==> src/core_pkg.sv <==
// Writeback subsystem shared definitions

package core_pkg;

    // Widths
    // ------------------------------
    localparam int XLEN       = 64;              // Data path width
    localparam int REG_ADDR_W = 5;               // GPR index width

    // Writeback data source
    typedef enum logic [1:0] {
        WB_NONE,                                 // No GPR write
        WB_WDATA,                                // ALU result
        WB_LSU,                                  // Formatted load data
        WB_CSR                                   // CSR read value
    } wb_op_t;

    // Load type, sign handling is per op
    typedef enum logic [2:0] {
        LSU_NONE,
        LSU_LB,
        LSU_LBU,
        LSU_LH,
        LSU_LHU,
        LSU_LW,
        LSU_LWU,
        LSU_LD
    } lsu_op_t;

    typedef enum logic [2:0] {
        CSR_NONE,
        CSR_RD,                                  // Read only
        CSR_RW,                                  // Swap
        CSR_RS,                                  // Read then set bits
        CSR_RC                                   // Read then clear bits
    } csr_op_t;

    typedef enum logic [0:0] {
        CFU_NONE,
        CFU_MRET
    } cfu_op_t;

    // Machine CSR addresses
    // ------------------------------
    localparam logic [11:0] CSR_MSTATUS  = 12'h300;
    localparam logic [11:0] CSR_MTVEC    = 12'h305;
    localparam logic [11:0] CSR_MSCRATCH = 12'h340;
    localparam logic [11:0] CSR_MEPC     = 12'h341;
    localparam logic [11:0] CSR_MCAUSE   = 12'h342;
    localparam logic [11:0] CSR_MTVAL    = 12'h343;
    localparam logic [11:0] CSR_MINSTRET = 12'hB02;

    // Trap causes, top bit marks an interrupt
    localparam logic [XLEN-1:0] CAUSE_ILLEGAL_INSTR = 64'd2;
    localparam logic [XLEN-1:0] CAUSE_M_EXT_INT     = {1'b1, 63'd11};

endpackage
==> src/core_trap_if.sv <==
// Trap and retire event bus

`timescale 1ns/10ps

interface core_trap_if;
    import core_pkg::*;

    logic            trap;                       // Synchronous trap taken
    logic            take_int;                   // Interrupt taken
    logic [XLEN-1:0] cause;
    logic [XLEN-1:0] pc;                         // Saved into mepc
    logic            mret;
    logic            retire;                     // One instruction done
    logic            int_pending;                // Gated by MIE
    logic [XLEN-1:0] tvec;
    logic [XLEN-1:0] epc;

    modport wb (
        output trap, take_int, cause, pc, mret, retire,
        input  int_pending, tvec, epc
    );

    modport csrs (
        input  trap, take_int, cause, pc, mret, retire,
        output int_pending, tvec, epc
    );

endinterface

==> src/core_csr_if.sv <==
// CSR access bus

`timescale 1ns/10ps

interface core_csr_if;
    import core_pkg::*;

    logic            en;                         // Access strobe
    logic            wr;                         // Plain write
    logic            set;                        // Bit set write
    logic            clr;                        // Bit clear write
    logic [11:0]     addr;
    logic [XLEN-1:0] wdata;
    logic [XLEN-1:0] rdata;                      // Same cycle read value
    logic            error;                      // Bad address or read-only

    modport wb (
        output en, wr, set, clr, addr, wdata,
        input  rdata, error
    );

    modport csrs (
        input  en, wr, set, clr, addr, wdata,
        output rdata, error
    );

endinterface

==> src/core_wb_top.sv <==
// Writeback subsystem top
// Stage, CSR block and register file

`timescale 1ns/10ps

module core_wb_top (
    input  logic                            g_clk,
    input  logic                            g_resetn,
    input  logic                            s3_valid,
    output logic                            s3_ready,
    input  logic [core_pkg::XLEN-1:0]       s3_pc,
    input  logic [31:0]                     s3_instr,
    input  logic [core_pkg::XLEN-1:0]       s3_wdata,
    input  logic [core_pkg::REG_ADDR_W-1:0] s3_rd,
    input  core_pkg::wb_op_t                s3_wb_op,
    input  core_pkg::lsu_op_t               s3_lsu_op,
    input  core_pkg::csr_op_t               s3_csr_op,
    input  logic [11:0]                     s3_csr_addr,
    input  core_pkg::cfu_op_t               s3_cfu_op,
    input  logic                            s3_trap,
    input  logic [core_pkg::XLEN-1:0]       s3_dmem_rdata,
    output logic                            s3_cf_valid,
    input  logic                            s3_cf_ack,
    output logic [core_pkg::XLEN-1:0]       s3_cf_target,
    output logic                            trs_valid,
    output logic [core_pkg::XLEN-1:0]       trs_pc,
    output logic [31:0]                     trs_instr,
    input  logic                            irq,
    output logic                            int_ack,
    input  logic [core_pkg::REG_ADDR_W-1:0] rs_addr,     // Front of pipe read
    output logic [core_pkg::XLEN-1:0]       rs_rdata
);

    logic                            rd_wen;
    logic [core_pkg::REG_ADDR_W-1:0] rd_addr;
    logic [core_pkg::XLEN-1:0]       rd_wdata;

    core_csr_if  csr_bus ();
    core_trap_if trap_bus ();

    core_pipe_wb i_core_pipe_wb (
        .g_clk         (g_clk),
        .g_resetn      (g_resetn),
        .s3_valid      (s3_valid),
        .s3_ready      (s3_ready),
        .s3_pc         (s3_pc),
        .s3_instr      (s3_instr),
        .s3_wdata      (s3_wdata),
        .s3_rd         (s3_rd),
        .s3_wb_op      (s3_wb_op),
        .s3_lsu_op     (s3_lsu_op),
        .s3_csr_op     (s3_csr_op),
        .s3_csr_addr   (s3_csr_addr),
        .s3_cfu_op     (s3_cfu_op),
        .s3_trap       (s3_trap),
        .s3_dmem_rdata (s3_dmem_rdata),
        .s3_cf_valid   (s3_cf_valid),
        .s3_cf_ack     (s3_cf_ack),
        .s3_cf_target  (s3_cf_target),
        .rd_wen        (rd_wen),
        .rd_addr       (rd_addr),
        .rd_wdata      (rd_wdata),
        .int_ack       (int_ack),
        .csr           (csr_bus.wb),
        .trp           (trap_bus.wb),
        .trs_valid     (trs_valid),
        .trs_pc        (trs_pc),
        .trs_instr     (trs_instr)
    );

    core_csrs i_core_csrs (
        .g_clk    (g_clk),
        .g_resetn (g_resetn),
        .irq      (irq),
        .csr      (csr_bus.csrs),
        .trp      (trap_bus.csrs)
    );

    core_regfile i_core_regfile (
        .g_clk    (g_clk),
        .g_resetn (g_resetn),
        .wen      (rd_wen),
        .waddr    (rd_addr),
        .wdata    (rd_wdata),
        .raddr    (rs_addr),
        .rdata    (rs_rdata)
    );

endmodule

==> src/core_regfile.sv <==
// General purpose register file

`timescale 1ns/10ps

module core_regfile (
    input  logic                            g_clk,
    input  logic                            g_resetn,
    input  logic                            wen,
    input  logic [core_pkg::REG_ADDR_W-1:0] waddr,
    input  logic [core_pkg::XLEN-1:0]       wdata,
    input  logic [core_pkg::REG_ADDR_W-1:0] raddr,
    output logic [core_pkg::XLEN-1:0]       rdata
);
    import core_pkg::*;

    logic [XLEN-1:0] regs [1:31];                 // x0 has no storage

    // Writes are held off while reset is asserted
    always_ff @(posedge g_clk) begin
        if (g_resetn && wen && waddr != '0) begin
            regs[waddr] <= wdata;
        end
    end

    // No write bypass
    assign rdata = (raddr == '0) ? '0 : regs[raddr];

endmodule

==> src/core_csrs.sv <==
// Machine mode CSR block

`timescale 1ns/10ps

module core_csrs (
    input  logic      g_clk,
    input  logic      g_resetn,
    input  logic      irq,                        // External interrupt line
    core_csr_if.csrs  csr,
    core_trap_if.csrs trp
);
    import core_pkg::*;

    logic            mie;                         // mstatus.MIE
    logic            mpie;                        // mstatus.MPIE
    logic [XLEN-1:0] mtvec;
    logic [XLEN-1:0] mscratch;
    logic [XLEN-1:0] mepc;
    logic [XLEN-1:0] mcause;
    logic [XLEN-1:0] mtval;
    logic [XLEN-1:0] minstret;

    logic [XLEN-1:0] mstatus_rd;
    logic            bad_addr;
    logic            do_write;
    logic [XLEN-1:0] new_val;

    assign mstatus_rd = {{(XLEN-8){1'b0}}, mpie, 3'b000, mie, 3'b000};

    // Read port
    // ------------------------------
    always_comb begin
        bad_addr = 1'b0;
        case (csr.addr)
            CSR_MSTATUS:  csr.rdata = mstatus_rd;
            CSR_MTVEC:    csr.rdata = mtvec;
            CSR_MSCRATCH: csr.rdata = mscratch;
            CSR_MEPC:     csr.rdata = mepc;
            CSR_MCAUSE:   csr.rdata = mcause;
            CSR_MTVAL:    csr.rdata = mtval;
            CSR_MINSTRET: csr.rdata = minstret;
            default: begin
                csr.rdata = '0;
                bad_addr  = 1'b1;
            end
        endcase
    end

    // minstret is read only here
    assign csr.error = bad_addr ||
                       (csr.addr == CSR_MINSTRET && (csr.wr || csr.set || csr.clr));

    assign do_write = csr.en && !csr.error && (csr.wr || csr.set || csr.clr);
    assign new_val  = csr.wr  ? csr.wdata :
                      csr.set ? (csr.rdata | csr.wdata) :
                                (csr.rdata & ~csr.wdata);

    // State update
    // ------------------------------
    always_ff @(posedge g_clk) begin
        if (!g_resetn) begin
            mie      <= 1'b0;
            mpie     <= 1'b0;
            mtvec    <= '0;
            mscratch <= '0;
            mepc     <= '0;
            mcause   <= '0;
            mtval    <= '0;
            minstret <= '0;
        end else begin
            if (trp.trap || trp.take_int) begin
                mepc   <= trp.pc;
                mcause <= trp.cause;
                mtval  <= '0;                     // No faulting value kept
                mpie   <= mie;
                mie    <= 1'b0;
            end else if (trp.mret) begin
                mie  <= mpie;
                mpie <= 1'b1;
            end else if (do_write) begin
                case (csr.addr)
                    CSR_MSTATUS: begin
                        mie  <= new_val[3];
                        mpie <= new_val[7];
                    end
                    CSR_MTVEC:    mtvec    <= {new_val[XLEN-1:2], 2'b00}; // Direct mode
                    CSR_MSCRATCH: mscratch <= new_val;
                    CSR_MEPC:     mepc     <= new_val;
                    CSR_MCAUSE:   mcause   <= new_val;
                    CSR_MTVAL:    mtval    <= new_val;
                    default: ;
                endcase
            end
            if (trp.retire) minstret <= minstret + XLEN'(1);
        end
    end

    assign trp.int_pending = irq && mie;
    assign trp.tvec        = mtvec;
    assign trp.epc         = mepc;

endmodule

==> src/core_pipe_wb.sv <==
// Writeback stage

`timescale 1ns/10ps

module core_pipe_wb (
    input  logic                           g_clk,
    input  logic                           g_resetn,
    input  logic                           s3_valid,      // Instruction offered
    output logic                           s3_ready,      // Stage can take it
    input  logic [core_pkg::XLEN-1:0]      s3_pc,
    input  logic [31:0]                    s3_instr,
    input  logic [core_pkg::XLEN-1:0]      s3_wdata,      // ALU result or address
    input  logic [core_pkg::REG_ADDR_W-1:0] s3_rd,
    input  core_pkg::wb_op_t               s3_wb_op,
    input  core_pkg::lsu_op_t              s3_lsu_op,
    input  core_pkg::csr_op_t              s3_csr_op,
    input  logic [11:0]                    s3_csr_addr,
    input  core_pkg::cfu_op_t              s3_cfu_op,
    input  logic                           s3_trap,       // Decode raised a trap
    input  logic [core_pkg::XLEN-1:0]      s3_dmem_rdata, // Raw load doubleword
    output logic                           s3_cf_valid,
    input  logic                           s3_cf_ack,
    output logic [core_pkg::XLEN-1:0]      s3_cf_target,
    output logic                           rd_wen,
    output logic [core_pkg::REG_ADDR_W-1:0] rd_addr,
    output logic [core_pkg::XLEN-1:0]      rd_wdata,
    output logic                           int_ack,
    core_csr_if.wb                         csr,
    core_trap_if.wb                        trp,
    output logic                           trs_valid,
    output logic [core_pkg::XLEN-1:0]      trs_pc,
    output logic [31:0]                    trs_instr
);
    import core_pkg::*;

    // Stage registers
    // ------------------------------
    logic                  full;
    logic                  hold_q;                // Change waiting for ack
    logic                  int_q;                 // Interrupt seen last cycle
    logic [XLEN-1:0]       pc_q;
    logic [31:0]           instr_q;
    logic [XLEN-1:0]       wdata_q;
    logic [REG_ADDR_W-1:0] rd_q;
    wb_op_t                wb_op_q;
    lsu_op_t               lsu_op_q;
    csr_op_t               csr_op_q;
    logic [11:0]           csr_addr_q;
    cfu_op_t               cfu_op_q;
    logic                  trap_q;
    logic [XLEN-1:0]       dmem_rdata_q;

    logic            complete;
    logic            raise_int;
    logic            has_csr;
    logic            csr_trap;
    logic            dec_trap;
    logic            trap_any;
    logic            is_mret;
    logic            cf_fire;
    logic [5:0]      lsu_shift;
    logic [XLEN-1:0] lsu_shifted;
    logic [XLEN-1:0] lsu_rdata;

    always_ff @(posedge g_clk) begin
        if (!g_resetn) begin
            full   <= 1'b0;
            hold_q <= 1'b0;
            int_q  <= 1'b0;
        end else begin
            if (s3_ready) full <= s3_valid;           // Fill, refill or drain
            hold_q <= s3_cf_valid && !s3_cf_ack;
            int_q  <= raise_int;
        end
    end

    always_ff @(posedge g_clk) begin
        if (s3_valid && s3_ready) begin
            pc_q         <= s3_pc;
            instr_q      <= s3_instr;
            wdata_q      <= s3_wdata;
            rd_q         <= s3_rd;
            wb_op_q      <= s3_wb_op;
            lsu_op_q     <= s3_lsu_op;
            csr_op_q     <= s3_csr_op;
            csr_addr_q   <= s3_csr_addr;
            cfu_op_q     <= s3_cfu_op;
            trap_q       <= s3_trap;
            dmem_rdata_q <= s3_dmem_rdata;
        end
    end

    // Control flow and traps
    // ------------------------------
    // Interrupt decision is frozen while a change waits for its ack
    assign raise_int = full && (hold_q ? int_q : trp.int_pending);
    assign has_csr   = csr_op_q != CSR_NONE;
    assign csr_trap  = has_csr && csr.error;
    assign dec_trap  = full && (trap_q || csr_trap);
    assign trap_any  = raise_int || dec_trap;
    assign is_mret   = full && cfu_op_q == CFU_MRET;

    assign s3_cf_valid  = trap_any || is_mret;
    assign s3_cf_target = trap_any ? trp.tvec : trp.epc;
    assign cf_fire      = s3_cf_valid && s3_cf_ack;

    assign complete = full && (!s3_cf_valid || s3_cf_ack);
    assign s3_ready = !full || complete;

    assign int_ack      = raise_int && cf_fire;
    assign trp.take_int = int_ack;
    assign trp.trap     = dec_trap && !raise_int && cf_fire;
    assign trp.mret     = is_mret && !trap_any && cf_fire;
    assign trp.retire   = complete && !trap_any;
    assign trp.cause    = raise_int ? CAUSE_M_EXT_INT : CAUSE_ILLEGAL_INSTR;
    assign trp.pc       = pc_q;

    // CSR request
    // ------------------------------
    assign csr.en    = full && has_csr && !s3_cf_valid; // Only when it completes
    assign csr.wr    = csr_op_q == CSR_RW;
    assign csr.set   = csr_op_q == CSR_RS;
    assign csr.clr   = csr_op_q == CSR_RC;
    assign csr.addr  = csr_addr_q;
    assign csr.wdata = wdata_q;

    // Load formatting
    // ------------------------------
    assign lsu_shift   = {wdata_q[2:0], 3'b000};  // Byte offset in bits
    assign lsu_shifted = dmem_rdata_q >> lsu_shift;

    always_comb begin
        case (lsu_op_q)
            LSU_LB:  lsu_rdata = {{56{lsu_shifted[7]}}, lsu_shifted[7:0]};
            LSU_LBU: lsu_rdata = {56'd0, lsu_shifted[7:0]};
            LSU_LH:  lsu_rdata = {{48{lsu_shifted[15]}}, lsu_shifted[15:0]};
            LSU_LHU: lsu_rdata = {48'd0, lsu_shifted[15:0]};
            LSU_LW:  lsu_rdata = {{32{lsu_shifted[31]}}, lsu_shifted[31:0]};
            LSU_LWU: lsu_rdata = {32'd0, lsu_shifted[31:0]};
            default: lsu_rdata = lsu_shifted;      // LD and no-op pass through
        endcase
    end

    // GPR writeback
    // ------------------------------
    assign rd_wen  = trp.retire && wb_op_q != WB_NONE;
    assign rd_addr = rd_q;

    always_comb begin
        case (wb_op_q)
            WB_WDATA: rd_wdata = wdata_q;
            WB_LSU:   rd_wdata = lsu_rdata;
            WB_CSR:   rd_wdata = csr.rdata;         // Old CSR value
            default:  rd_wdata = '0;
        endcase
    end

    // Trace
    assign trs_valid = trp.retire;
    assign trs_pc    = pc_q;
    assign trs_instr = instr_q;

endmodule

==> config.mk <==
export PLATFORM = sky130hd
export DESIGN_NAME = core_wb_top
export DESIGN_NICKNAME = d
export VERILOG_FILES = /design/src/core_pkg.sv /design/src/core_trap_if.sv /design/src/core_csr_if.sv /design/src/core_wb_top.sv /design/src/core_regfile.sv /design/src/core_csrs.sv /design/src/core_pipe_wb.sv
export SDC_FILE = /design/constraint.sdc
export NUM_CORES = 2
export LEC_CHECK = 0
export BUFFER_PORTS_ARGS = -buffer_cell sky130_fd_sc_hd__buf_2
export CAP_MARGIN = 25
export CORE_MARGIN = 1
export CORE_UTILIZATION = 45
export CTS_CLUSTER_DIAMETER = 40
export DETAILED_ROUTE_END_ITERATION = 16
export SYNTH_ARGS = -nofsm -noshare
export SYNTH_HDL_FRONTEND = slang
export SYNTH_SLANG_ARGS = --single-unit
export TNS_END_PERCENT = 30
==> constraint.sdc <==
create_clock -name g_clk -period 30.2 [get_ports g_clk]
set_clock_uncertainty 0.05 [all_clocks]
set_input_delay 7.55 -clock g_clk [delete_from_list [all_inputs] [get_ports g_clk]]
set_output_delay 7.55 -clock g_clk [all_outputs]
set_load 0.01 [all_outputs]
==> Word-level counts from Yosys, hierarchy flattened <==
Memory sizes are Yosys's and may differ from the RTL's.
Index checks and enable logic that the tools add are counted.
W data, S select, Z words.
{ "classes": {"n_bitwise": 6, "n_shift": 1, "reduce_logical": 58, "n_eq_ne": 20, "muxes": 27, "add_sub_neg": 1} }
{ "ops": {"columns": ["operator", "n"], "rows": [
  ["$mux W64", 13],
  ["$pmux W64 S7", 1],
  ["$pmux W64 S6", 1],
  ["$pmux W64 S3", 1],
  ["$eq A12 B10 Y1 const B", 6],
  ["$add A64 B1 Y64 const B", 1],
  ["$and A64 B64 Y64", 1],
  ["$not A64 Y64", 1],
  ["$or A64 B64 Y64", 1],
  ["$shr A64 B6 Y64", 1],
  ["$logic_and A1 B1 Y1", 23],
  ["$eq A12 B12 Y1 const B", 1],
  ["$eq A3 B2 Y1 const B", 4],
  ["$eq A3 B3 Y1 const B", 4],
  ["$reduce_bool A2 Y1", 6],
  ["$mux W1", 11],
  ["$logic_or A1 B1 Y1", 9],
  ["$reduce_and A3 Y1", 3],
  ["$reduce_bool A3 Y1", 3],
  ["$reduce_and A4 Y1", 2],
  ["$reduce_or A7 Y1", 1],
  ["$logic_not A1 Y1", 6],
  ["$logic_not A5 Y1", 1],
  ["$reduce_bool A5 Y1", 1],
  ["7 further kinds", 11]
]} }
{ "totals": {"mem_count": 1, "register_bits": 638, "ram_bits": 1984} }
{ "memory_table": {"columns": ["name", "depth", "word_bits", "rd", "rd_ports_with_merged_regs", "wr", "line_no", "rtl"], "rows": [
  ["i_core_regfile.regs", 31, 64, 1, 0, 1, "core_regfile.sv:16", "logic [XLEN-1:0] regs [1:31];"]
]} }

==> Longest topological paths before layout <==
{ "depth": {"depth_word": 19, "mapped_depth": 11, "mapped_depth_nobuf": 7} }

==> Modules after synthesis <==
From an unflattened synthesis, not the netlist that was laid out.
{ "unflattened": {"cells_unflattened": 7179, "hier_area_um2": 110242.0} }
{ "by_module_without_submodules": {"columns": ["mod", "instances", "area_per_inst_um2", "cells_per_inst"], "rows": [
  ["core_regfile", 1, 75839.0, 3408],
  ["core_csrs", 1, 21490.6, 2795],
  ["core_pipe_wb", 1, 12912.4, 976]
]} }

==> Worst setup path after synthesis <==
Ideal clock, no wire load.
{ "synth_timing": {"kind": "in2reg", "from": "input irq", "to": "register i_core_pipe_wb.cfu_op_q, enable pin", "setup_ns": 0.891, "t_arrival_ns": 20.003, "path_slack_ns": 9.256, "path_stages": 7, "path_buffers": 1, "cell_sequence": "and3b_1 -> a211o_1 -> a22o_1 -> nor2_1 -> clkbuf_1 -> a21oi_1 -> nor2b_1"} }
{ "synth_between": {"elab_chain_len": 10} }
{ "synth_rtl": {"columns": ["item", "line_no", "rtl"], "rows": [
  ["from (decl)", "core_wb_top.sv:28", "input logic irq,"],
  ["$logic_and A1 B1 Y1", "core_csrs.sv:98", "assign trp.int_pending = irq && mie;"],
  ["$mux W1", "core_pipe_wb.sv:96", "assign raise_int = full && (hold_q ? int_q : trp.int_pending);"],
  ["$logic_and A1 B1 Y1", "core_pipe_wb.sv:96", null],
  ["$logic_or A1 B1 Y1", "core_pipe_wb.sv:100", "assign trap_any = raise_int || dec_trap;"],
  ["$logic_or A1 B1 Y1", "core_pipe_wb.sv:103", "assign s3_cf_valid = trap_any || is_mret;"],
  ["$logic_not A1 Y1", "core_pipe_wb.sv:107", "assign complete = full && (!s3_cf_valid || s3_cf_ack);"],
  ["$logic_or A1 B1 Y1", "core_pipe_wb.sv:107", null],
  ["$logic_and A1 B1 Y1", "core_pipe_wb.sv:107", null],
  ["$logic_or A1 B1 Y1", "core_pipe_wb.sv:108", "assign s3_ready = !full || complete;"],
  ["$logic_and A1 B1 Y1", "core_pipe_wb.sv:78", "if (s3_valid && s3_ready) begin"],
  ["to (signal assigned)", "core_pipe_wb.sv:87", "cfu_op_q <= s3_cfu_op;"],
  ["to (decl)", "core_pipe_wb.sv:49", "cfu_op_t cfu_op_q;"]
]} }
Every way passes these cells.
A chain may end at the register's enable or synchronous reset.

==> Final worst setup path <==
{ "layout_timing": {"from": "input rs_addr[0] (netlist bit)", "to": "output rs_rdata[44] (netlist bit)"} }
{ "layout_between": {"elab_chain_len": 2} }
{ "layout_rtl": {"columns": ["item", "line_no", "rtl"], "rows": [
  ["from (decl)", "core_wb_top.sv:30", "input logic [core_pkg::REG_ADDR_W-1:0] rs_addr,"],
  ["$mem_v2 Z31 W64 or $logic_not A5 Y1 (tied branches)", null, null],
  ["$mux W64 (*)", "core_regfile.sv:26", "assign rdata = (raddr == '0) ? '0 : regs[raddr];"],
  ["to (decl)", "core_wb_top.sv:31", "output logic [core_pkg::XLEN-1:0] rs_rdata"]
]} }
Mark *: on every way between the ends. The rest lies on a longest branch, timed or not.

==> results.toml <==
[run_status]
status = "finished, final reports clean"

[clocking]
cts_tree = "built"
clk_latency_ns = 1.00
cts_buffer_depth = 4
cts-resized-gates = 0
hold_buffers = 0
numCtsBuffers = 383
h-tree-depth = 5
clk_pin_slew_ns = 0.06
postCtsSetupRepairBufs = 0
root_buffer = "clkbuf_16"
cts.sink_count = 2622

[timing]
fin_crit_ns = 20.20
rsz0062_at_grt = "no"
tns_ns = 0
setup_ws_ns = 10.01
relSlewSlack_pct = 22.9
fmax_ghz = 0.0495
min_period_over_period_pct = 66.9
worstMarginPinSlew_ns = 1.16
setup-violations-final = 0
drv_slew = 0
hold_viol_final = 0

[detailed_routing]
drtIter0Drc = 8215
ant_nets = 0
firstDrtPassIters = 7
wl_per_cell_um = 31.7
via_per_inst = 6.23
via_count = 67358
totalWireLength_um = 343000
drc_errors = 0

[synth]
synth_edf_count = 2235
seq_area_frac_synth_pct = 71.0
synth_nets = 7037
syn_area_um2 = 105000
synth_cell_types = 74
syn_area_per_cell_um2 = 15.6
ys.flop_type = "edfxtp_1"
synthArstFlopShare_pct = 0
syn-instance-count = 6775
yosysWarnings = 0
synth_seq_cells = 2622

[floorplanning]
io_pins = 489
num_rows = 177
coreArea_um2 = 233000
dieHeight_um = 486
fp.dieW_um = 486
fp.dieArea_um2 = 236000
initial_core_util_pct = 45.3

[finish]
drive_gt1_share_pct = 25.1
multi_input_area_um2 = 29300
final_common_cell = "edfxtp_1"
nets = 7633
final_cell_area_um2 = 126000
final_cell_mix = "edfxtp_1, nor2_1, buf_2, a21oi_1, mux2i_1"
synthToLayoutAreaGrowth_pct = 19.1
regArea_um2 = 74900
nFillCells = 18523

[placement]
portBuffers = 488
place_area_um2 = 113000
routabilityCongestion = 0.937
dp_hpwl_um = 200000
pre_cts_slack_ns = 10.07

[global_routing]
antenna_found_initial = 29
grt_overflow = 0
grt_max_degree = 160
grt_usage_pct = 28.6
grt_pass1_wl_um = 484000
first_global_vias = 65470

[setup_path]
critPathMaxFanout = 74
cp-start-kind = "input port"
critPathCaptureType = "output pin"
reg2reg_depth = 10
crit_start = "rs_addr[0]"
rr_startpoint = "i_core_pipe_wb.csr.addr[0]"
worstPathArrival_ns = 12.60
r2r_slack_ns = 22.57
required_ns = 22.60
cp-endpoint = "rs_rdata[44]"
crit-reg2reg-capture = "i_core_regfile.regs[22][57]"
critical_path_class = "input port to output pin"

[pwr]
power_mw = 9.05
peakVddDrop_v = 0.0000725
power.density_nw_per_um2 = 72.0
leakage_nw = 43.2

[job]
maxCapViolations = 0

[min_path]
hold_path.class = "flop to flop"
[metrics by stage]
step	instances	utilization (%)	hold slack [ns]
2_1_floorplan	6775	-	0.395
3_3_place_gp	10094	48.2	0.423
3_5_place_dp	10109	48.3	0.431
4_1_cts	10799	53.9	0.439
5_1_grt	10811	54.0	0.463
6_report	10816	54.0	0.445
[registers in the layout (all words and copies together) (netlist names), 64 cells and up]
name,count
i_core_regfile.regs,1984
i_core_csrs.minstret,64
i_core_csrs.mcause,64
i_core_pipe_wb.dmem_rdata_q,64
i_core_csrs.trp.epc,64
i_core_csrs.mtval,64
i_core_csrs.mscratch,64
i_core_pipe_wb.trp.pc,64
i_core_pipe_wb.csr.wdata,64
[worst min path at each step]
stage,startpoint,end,slack (ns),cells after the start
3_5_place_dp,i_core_csrs.mpie,i_core_csrs.mie,0.43,2
2_1_floorplan,i_core_csrs.minstret[63],i_core_csrs.minstret[63],0.40,2
6_report,i_core_pipe_wb.trp.pc[17],i_core_csrs.trp.epc[17],0.45,1
3_3_place_gp,i_core_csrs.mpie,i_core_csrs.mie,0.42,2
5_1_grt,i_core_csrs.mscratch[34],i_core_csrs.mscratch[34],0.46,2
4_1_cts,i_core_csrs.mpie,i_core_csrs.mie,0.44,2
[per-layer routing]
| metal | vias up | GRT usage, % | routed length (µm) |
|---|---|---|---|
| li1 | 28368 | - | - |
| met1 | 34512 | 39.0 | 137000 |
| met2 | 3787 | 45.2 | 160000 |
| met3 | 681 | 5.24 | 31700 |
| met4 | 10 | 12.0 | 14500 |
| met5 | - | 0 | 62 |
[synthesized netlist by cell type (25+ instances only)]
library cell,number,area (µm²)
o22ai_1,158,988
a21oi_1,479,2400
edfxtp_1,2235,67100
nand2_1,240,901
nand4_1,33,206
a22o_1,65,569
dfxtp_1,387,7750
mux2i_1,455,4550
nor4_1,44,275
buf_1,87,327
nand3_1,55,275
o21ai_0,264,1320
buf_2,71,355
mux2_2,180,2030
nor2_1,557,2090
mux4_2,278,6260
o31a_1,25,219
a22oi_1,62,465
nor3_1,26,130
o221ai_1,128,1120
a221oi_1,30,263
a211oi_1,228,1710
clkbuf_1,323,1210
a211o_1,69,604
[worst max-delay path: stages]
cell	delay (ns)
buf_8	0.59
buf_4	0.74
buf_4	0.78
buf_4	0.84
mux2_2	0.30
a21oi_1	0.06
o21ai_0	0.16
o22ai_1	0.15
nor2_1	0.12
nand2_1	0.06
a21oi_1	0.73
buf_2	0.27
[power breakdown]
part | leakage, nW | switching [mW] | internal (mW)
sequential | 24.1 | 0.0366 | 4.01
clock | 6.22 | 1.70 | 2.76
combinational | 12.9 | 0.370 | 0.174
[cell type report]
| type | instances | share of cell area [%] |
|---|---|---|
| flip-flops and latches | 2622 | 59.6 |
| multi-input cells | 3643 | 23.4 |
| clock buffers | 429 | 8.00 |
| repair buffers | 701 | 3.57 |
| well taps | 3132 | 3.12 |
| clock inverters | 261 | 2.28 |
| inverters | 20 | 0.0677 |
| diodes | 8 | 0.0159 |
[cell families after synthesis]
family	synth area share, %
and+or+nand+nor	4.64
muxes	12.2
AOI/OAI and AO/OA	9.94
xor gates and xnor gates	0.340
buffers and inverters	1.94
DFF	71.0
adders and majority gates	0.0119
(Power assumes the default switching activity.)
